--- src/logic/sd_fifo_pkg.sv ---
// sd_fifo package: depth, word width and pointer types shared by the sync FIFO blocks
package sd_fifo_pkg;

  // --------------------------------------------------
  // sizing
  // --------------------------------------------------

  // number of stored words, must stay a power of two
  localparam int fifo_depth = 16;

  // address width into the word memory
  localparam int fifo_asz = $clog2(fifo_depth);

  // width of one stored word
  localparam int data_width = 8;

  // --------------------------------------------------
  // types
  // --------------------------------------------------

  // payload word as stored in the memory
  typedef logic [data_width-1:0] data_t;

  // memory address, pointer without the wrap flag
  typedef logic [fifo_asz-1:0] addr_t;

  // pointer with wrap flag on top, tells full from empty
  typedef logic [fifo_asz:0] ptr_t;

  // fill count, 0 up to fifo_depth inclusive
  typedef logic [fifo_asz:0] usage_t;

endpackage

--- src/logic/sd_fifo_mem_if.sv ---
// sd_fifo_mem_if: write and read port bundle between head, tail and word memory
interface sd_fifo_mem_if
  import sd_fifo_pkg::*;
();

  // write port, owned by the head
  logic  wr_en;
  addr_t wr_addr;
  data_t wr_data;

  // read request, owned by the tail
  logic  rd_en;
  addr_t rd_addr;

  // registered read data from the memory
  data_t rd_data;

  // head side drives the write port only
  modport head_mp (output wr_en, output wr_addr, output wr_data);

  // tail side issues the read-ahead requests
  modport tail_mp (output rd_en, output rd_addr);

  // memory sees every request and returns the word
  modport mem_mp (
    input  wr_en,
    input  wr_addr,
    input  wr_data,
    input  rd_en,
    input  rd_addr,
    output rd_data
  );

endinterface

--- src/logic/sd_fifo_head_s.sv ---
// sd_fifo_head_s: write side of the sync FIFO, accepts consumer words and tracks fill
module sd_fifo_head_s
  import sd_fifo_pkg::*;
(
  input  logic           clk,
  input  logic           clken,
  input  logic           reset,

  // consumer port, word moves on c_srdy & c_drdy
  input  logic           c_srdy,
  output logic           c_drdy,
  input  data_t          c_data,

  // pointer exchange with the tail
  input  ptr_t           rdptr_tail,
  output ptr_t           wrptr_head,

  output usage_t         c_usage,

  sd_fifo_mem_if.head_mp mem
);

  // current write pointer, wrap flag in the top bit
  ptr_t wrptr;
  ptr_t nxt_wrptr;

  logic full;
  logic wr_take;

  // --------------------------------------------------
  // full detection and handshake
  // --------------------------------------------------

  // same slot but different lap means every slot holds a word
  assign full = (wrptr[fifo_asz] != rdptr_tail[fifo_asz]) &&
                (wrptr[fifo_asz-1:0] == rdptr_tail[fifo_asz-1:0]);

  // ready straight from the registered pointers
  assign c_drdy = ~full;

  // a frozen clock enable blocks the transfer entirely
  assign wr_take = clken & c_srdy & c_drdy;

  // --------------------------------------------------
  // write pointer
  // --------------------------------------------------

  // natural rollover of the extra bit flips the wrap flag
  assign nxt_wrptr = wrptr + ptr_t'(1);

  always_ff @(posedge clk)
  begin
    if (reset)
    begin
      wrptr <= '0;
    end
    else if (wr_take)
    begin
      wrptr <= nxt_wrptr;
    end
  end

  // tail compares against this to find waiting words
  assign wrptr_head = wrptr;

  // --------------------------------------------------
  // memory write port
  // --------------------------------------------------

  // word lands in the slot the pointer names now
  assign mem.wr_en   = wr_take;
  assign mem.wr_addr = wrptr[fifo_asz-1:0];
  assign mem.wr_data = c_data;

  // modulo difference of the two pointers gives 0..fifo_depth
  assign c_usage = usage_t'(wrptr - rdptr_tail);

endmodule

--- src/logic/sd_fifo_tail_s.sv ---
// sd_fifo_tail_s: read side of the sync FIFO, read-ahead into a registered producer port
module sd_fifo_tail_s
  import sd_fifo_pkg::*;
(
  input  logic           clk,
  input  logic           clken,
  input  logic           reset,

  // pointer exchange with the head
  input  ptr_t           wrptr_head,
  output ptr_t           rdptr_tail,

  // producer port, data itself comes from the memory register
  output logic           p_srdy,
  input  logic           p_drdy,

  output usage_t         p_usage,

  sd_fifo_mem_if.tail_mp mem
);

  // read pointer of the word currently presented
  ptr_t rdptr;
  ptr_t rdptr_p1;
  ptr_t nxt_rdptr;

  // word available after the coming edge
  logic nxt_p_srdy;

  // presented word held by the destination
  logic stalled;

  // --------------------------------------------------
  // next pointer and read-ahead
  // --------------------------------------------------

  always_comb
  begin
    rdptr_p1 = rdptr + ptr_t'(1);

    // step past the word that leaves in this cycle
    if (p_srdy & p_drdy)
    begin
      nxt_rdptr = rdptr_p1;
    end
    else
    begin
      nxt_rdptr = rdptr;
    end

    // anything written beyond the next read position is valid
    nxt_p_srdy = (wrptr_head != nxt_rdptr);
  end

  // a word on the output that is not taken must stay in the register
  assign stalled = p_srdy & ~p_drdy;

  // fetch the next word so it is present right after the pop edge
  assign mem.rd_en   = clken & nxt_p_srdy & ~stalled;
  assign mem.rd_addr = nxt_rdptr[fifo_asz-1:0];

  // --------------------------------------------------
  // registered state
  // --------------------------------------------------

  always_ff @(posedge clk)
  begin
    if (reset)
    begin
      rdptr  <= '0;
      p_srdy <= 1'b0;
    end
    else if (clken)
    begin
      rdptr  <= nxt_rdptr;
      p_srdy <= nxt_p_srdy;
    end
  end

  assign rdptr_tail = rdptr;

  // --------------------------------------------------
  // usage
  // --------------------------------------------------

  always_comb
  begin
    // same lap, plain difference
    if (wrptr_head[fifo_asz] == rdptr[fifo_asz])
    begin
      p_usage = usage_t'(wrptr_head - rdptr);
    end
    // writer one lap ahead, unfold the address bits
    else
    begin
      p_usage = usage_t'({1'b0, wrptr_head[fifo_asz-1:0]}) + usage_t'(fifo_depth)
              - usage_t'({1'b0, rdptr[fifo_asz-1:0]});
    end
  end

endmodule

--- src/logic/sd_fifo_mem.sv ---
// sd_fifo_mem: flop-based dual-port word store with synchronous write and registered read
module sd_fifo_mem
  import sd_fifo_pkg::*;
(
  input  logic          clk,
  sd_fifo_mem_if.mem_mp mem
);

  // --------------------------------------------------
  // storage
  // --------------------------------------------------

  // one data_t per FIFO slot
  data_t mem_array [fifo_depth];

  // write port
  always_ff @(posedge clk)
  begin
    if (mem.wr_en)
    begin
      mem_array[mem.wr_addr] <= mem.wr_data;
    end
  end

  // --------------------------------------------------
  // read port
  // --------------------------------------------------

  // output register doubles as the producer data register,
  // so it keeps its value unless a new word is fetched
  always_ff @(posedge clk)
  begin
    if (mem.rd_en)
    begin
      mem.rd_data <= mem_array[mem.rd_addr];
    end
  end

  // the tail never reads a slot that is written in the same cycle,
  // its read address always trails the write pointer

endmodule

--- src/logic/sd_fifo_s.sv ---
// sd_fifo_s: single-clock srdy/drdy FIFO built from head, word memory and tail
module sd_fifo_s
  import sd_fifo_pkg::*;
(
  input  logic   clk,
  input  logic   clken,
  input  logic   reset,

  // consumer side, words enter here
  input  logic   c_srdy,
  output logic   c_drdy,
  input  data_t  c_data,

  // producer side, words leave here
  output logic   p_srdy,
  input  logic   p_drdy,
  output data_t  p_data,

  // fill level as each side sees it
  output usage_t c_usage,
  output usage_t p_usage
);

  // --------------------------------------------------
  // internal connections
  // --------------------------------------------------

  // pointers crossing between head and tail
  ptr_t wrptr_head;
  ptr_t rdptr_tail;

  // memory port bundle
  sd_fifo_mem_if mem_if ();

  // --------------------------------------------------
  // write side
  // --------------------------------------------------

  sd_fifo_head_s head
  (
    .clk        (clk),
    .clken      (clken),
    .reset      (reset),
    .c_srdy     (c_srdy),
    .c_drdy     (c_drdy),
    .c_data     (c_data),
    .rdptr_tail (rdptr_tail),
    .wrptr_head (wrptr_head),
    .c_usage    (c_usage),
    .mem        (mem_if.head_mp)
  );

  // --------------------------------------------------
  // word store
  // --------------------------------------------------

  sd_fifo_mem mem
  (
    .clk (clk),
    .mem (mem_if.mem_mp)
  );

  // --------------------------------------------------
  // read side
  // --------------------------------------------------

  sd_fifo_tail_s tail
  (
    .clk        (clk),
    .clken      (clken),
    .reset      (reset),
    .wrptr_head (wrptr_head),
    .rdptr_tail (rdptr_tail),
    .p_srdy     (p_srdy),
    .p_drdy     (p_drdy),
    .p_usage    (p_usage),
    .mem        (mem_if.tail_mp)
  );

  // registered read data is the output word, valid with p_srdy
  assign p_data = mem_if.rd_data;

endmodule

--- config.mk ---
export PLATFORM = sky130hd
export DESIGN_NAME = sd_fifo_s
export DESIGN_NICKNAME = d
export VERILOG_FILES = /design/src/logic/sd_fifo_pkg.sv /design/src/logic/sd_fifo_mem_if.sv /design/src/logic/sd_fifo_head_s.sv /design/src/logic/sd_fifo_tail_s.sv /design/src/logic/sd_fifo_mem.sv /design/src/logic/sd_fifo_s.sv
export SDC_FILE = /design/constraint.sdc
export NUM_CORES = 1
export LEC_CHECK = 0
export ABC_AREA = 1
export BUFFER_PORTS_ARGS = -buffer_cell sky130_fd_sc_hd__buf_4
export CAP_MARGIN = 20
export CORE_ASPECT_RATIO = 0.8
export CORE_MARGIN = 5
export CORE_UTILIZATION = 50
export DETAILED_ROUTE_END_ITERATION = 10
export PLACE_DENSITY_LB_ADDON = 0.1
export SLEW_MARGIN = 20
export SYNTH_ARGS = -nofsm -noshare
export SYNTH_HDL_FRONTEND = slang
export SYNTH_SLANG_ARGS = --single-unit
--- constraint.sdc ---
create_clock -name clk -period 5 [get_ports clk]
set_clock_uncertainty 0.1 [all_clocks]
set_input_delay 1 -clock clk [delete_from_list [all_inputs] [get_ports clk]]
set_output_delay 1 -clock clk [all_outputs]
set_load 0.1 [all_outputs]
==> metrics <==
CTS tree built; Final Wtd Congestion between 0.8 and 0.9; Finished Layout Cells about 760; Arrival @ worst endpoint 2.59 ns; root buffer cell clkbuf_16; Worst-Margin Slew between 1 and 1.5 ns; clk_lat worst skew ~0.43 ns; Initial DRT Pass Iterations 5; routed via count roughly 4200; WL final roughly 15 mm; crit start category register; Crit path largest cell delay 0.43 ns; DP Wirelength approximately 9.1 mm; core area between 10000 and 15000 um^2; hold buffers post-CTS 0; Pwr Density 418.5 nW/um^2; max cap viols 0; Setup Viol. Count Final 0; post-CTS setup buffers 0; largest fanout on the critical path 6; CP Capture Type output pin; die span in x ~140 um; # placed instances roughly 730; CTS sink count between 100 and 150; Yosys cell types 29; synthesis-stage register bit count between 100 and 150; largest net degree at the start of global routing 114; Slew HR 0.3295; status finished clean; yosys warns 0; via/cell ratio about 5.4; Final min period 3.685 ns; ANT cells 0; synthesis-to-layout area growth 12.50%; Period Utilization, post-route 0.7370; Final Net Count 600; Initial Util 0.5105; initial antenna violation count 0; clock slew at reported path FFs 0.05 ns; Synth Instances around 550; Routed WL per cell about 19 um; Overflow after GRT 0; CTS Buf Count 17; total negative setup slack 0 ns; vias in the first global route between 3000 and 4000; Max Slew Vio Count 0; Final Hold Viols 0; CP max-delay cell dfxtp_1; Int Pwr ~2.2 mW; IO Count 33; global-route wire length before repair around 23 mm; worst slack, placed about 1.6 ns; die area 15500 um^2; Fmax achieved approximately 270 MHz; Leak Pwr around 2.7 nW; sequential share of the synthesized area 0.6575; Required @ worst endpoint roughly 3.9 ns; DRT antenna net count 0; initial DRC count approximately 400; min-delay worst type reg -> reg; IO Port Bufs 32; Worst path top cell family by delay adder cells; PostCTS Resize Cnt 0; Clk network pwr share 0.393; Final Power roughly 3.1 mW; sw frac 0.2785; Avg Synthesized Cell Area roughly 12 um^2; Die Span Y between 100 and 150 um; H-tree levels 4; Overall Global Routing Usage 0.2020; Comb power frac 0.160; Crit path buffers/inverters 2; Sequential Power Share 0.448; Synth Net Count between 500 and 600; Longest Clk Path Bufs 2; smallest hold slack 0.4453 ns; layout cell share with drive strength beyond 1 0.1562; Core Rows 37; Post-Syn Area 6546 um^2; RSZ-0062 raised after global routing no; WS Path Type reg -> out; most frequent cells in the layout edfxtp_1, inv_1, a21oi_1; worst-path cell chain inv_1 -> ha_1 -> fa_1 -> o21ai_0 -> xor2_1 -> buf_4; final worst slack 1.315 ns; most common cell after layout, fill and taps aside edfxtp_1; maximum VDD drop 0.0003594 V; Sw Pwr roughly 0.86 mW; Post-route DRC 0
==> synthesized netlist by cell type <==
library cell,number,area [um^2]
buf_6,11,123.9
edfxtp_1,136,4084
clkbuf_1,4,15.01
inv_2,2,7.510
xor2_1,4,35.03
nand2_2,9,56.30
nand2_1,51,191.4
o211ai_2,16,200.2
a21oi_1,60,300.3
nand4_1,2,12.51
and3_1,1,6.260
nor3_1,2,10.01
o211ai_1,16,120.1
ha_1,9,112.6
nor3b_1,1,7.510
o21ai_2,1,8.760
o21a_1,1,7.510
nand3_2,1,10.01
o21ai_0,21,105.1
buf_4,7,52.55
nand2_4,2,22.52
inv_1,71,266.5
nand3_1,47,235.2
fa_1,1,20.02
o21ai_1,39,195.2
buf_2,8,40.04
xnor2_1,1,8.760
nor2_1,19,71.32
dfxtp_1,11,220.2
==> flip-flops by register name, indices dropped and copies added (netlist names) <==
signal           flops
mem.mem.rd_data      8
tail.p_srdy          1
head.wrptr_head      5
mem.mem_array      128
tail.rdptr_tail      5
==> layout make-up <==
| type | instances | area, um^2 |
|---|---|---|
| Clock buffer | 27 | 513.0 |
| Clock inverter | 4 | 47.55 |
| Fill cell | 1104 | 5459 |
| Inverter | 73 | 274.0 |
| Multi-Input combinational cell | 304 | 1739 |
| Sequential cell | 147 | 4304 |
| Tap cell | 175 | 219.0 |
| Timing Repair Buffer | 34 | 267.8 |
==> worst paths after layout <==
kind                                                 startpoint                               to  slack [ns]  cells after the start
worst max-delay path            head.wrptr_head[0]$_SDFFE_PP0P_                       c_usage[4]        1.31                      6
worst min register to register  tail.rdptr_tail[4]$_SDFFE_PP0P_  tail.rdptr_tail[4]$_SDFFE_PP0P_        0.45                      1
worst max register to register  tail.rdptr_tail[3]$_SDFFE_PP0P_   mem.mem_array[12][7]$_DFFE_PP_        1.99                      9
worst min-delay path            tail.rdptr_tail[4]$_SDFFE_PP0P_  tail.rdptr_tail[4]$_SDFFE_PP0P_        0.45                      1
==> through the flow <==
step,cell area (um^2),util
final,7365,0.5743
after global routing,7365,0.5743
after CTS,7365,0.5743
after floorplan,6546,-
after global placement,6804,0.5306
after detailed placement,6804,0.5306
==> routing by layer <==
metal	global-route usage	vias up	share of wire
met5	0	-	0
met4	0.06978	0	0.021
met3	0.06496	29	0.059
met2	0.2854	117	0.43
met1	0.2943	1992	0.49
li1	-	2017	-
==> kinds of logic after synthesis <==
| kind of cell | count (synthesis) | synth area share |
|---|---|---|
| compound gates | 154 | 0.1432 |
| buf+inv | 103 | 0.07722 |
| flops | 147 | 0.6575 |
| simple gates | 135 | 0.09518 |
| fa+ha+maj | 10 | 0.02026 |
| xor+xnor | 5 | 0.006689 |
==> power groups by stage <==
stage | Combinational (mW) | Clock (mW) | Sequential (mW)
after global routing | 0.526 | 1.29 | 1.38
final | 0.492 | 1.21 | 1.38
after global placement | 0.490 | 0 | 1.40
after floorplan | 0.327 | 0 | 1.47
after CTS | 0.495 | 1.22 | 1.38
after detailed placement | 0.494 | 0 | 1.41
No activity file was read; power rests on OpenSTA's default activity.
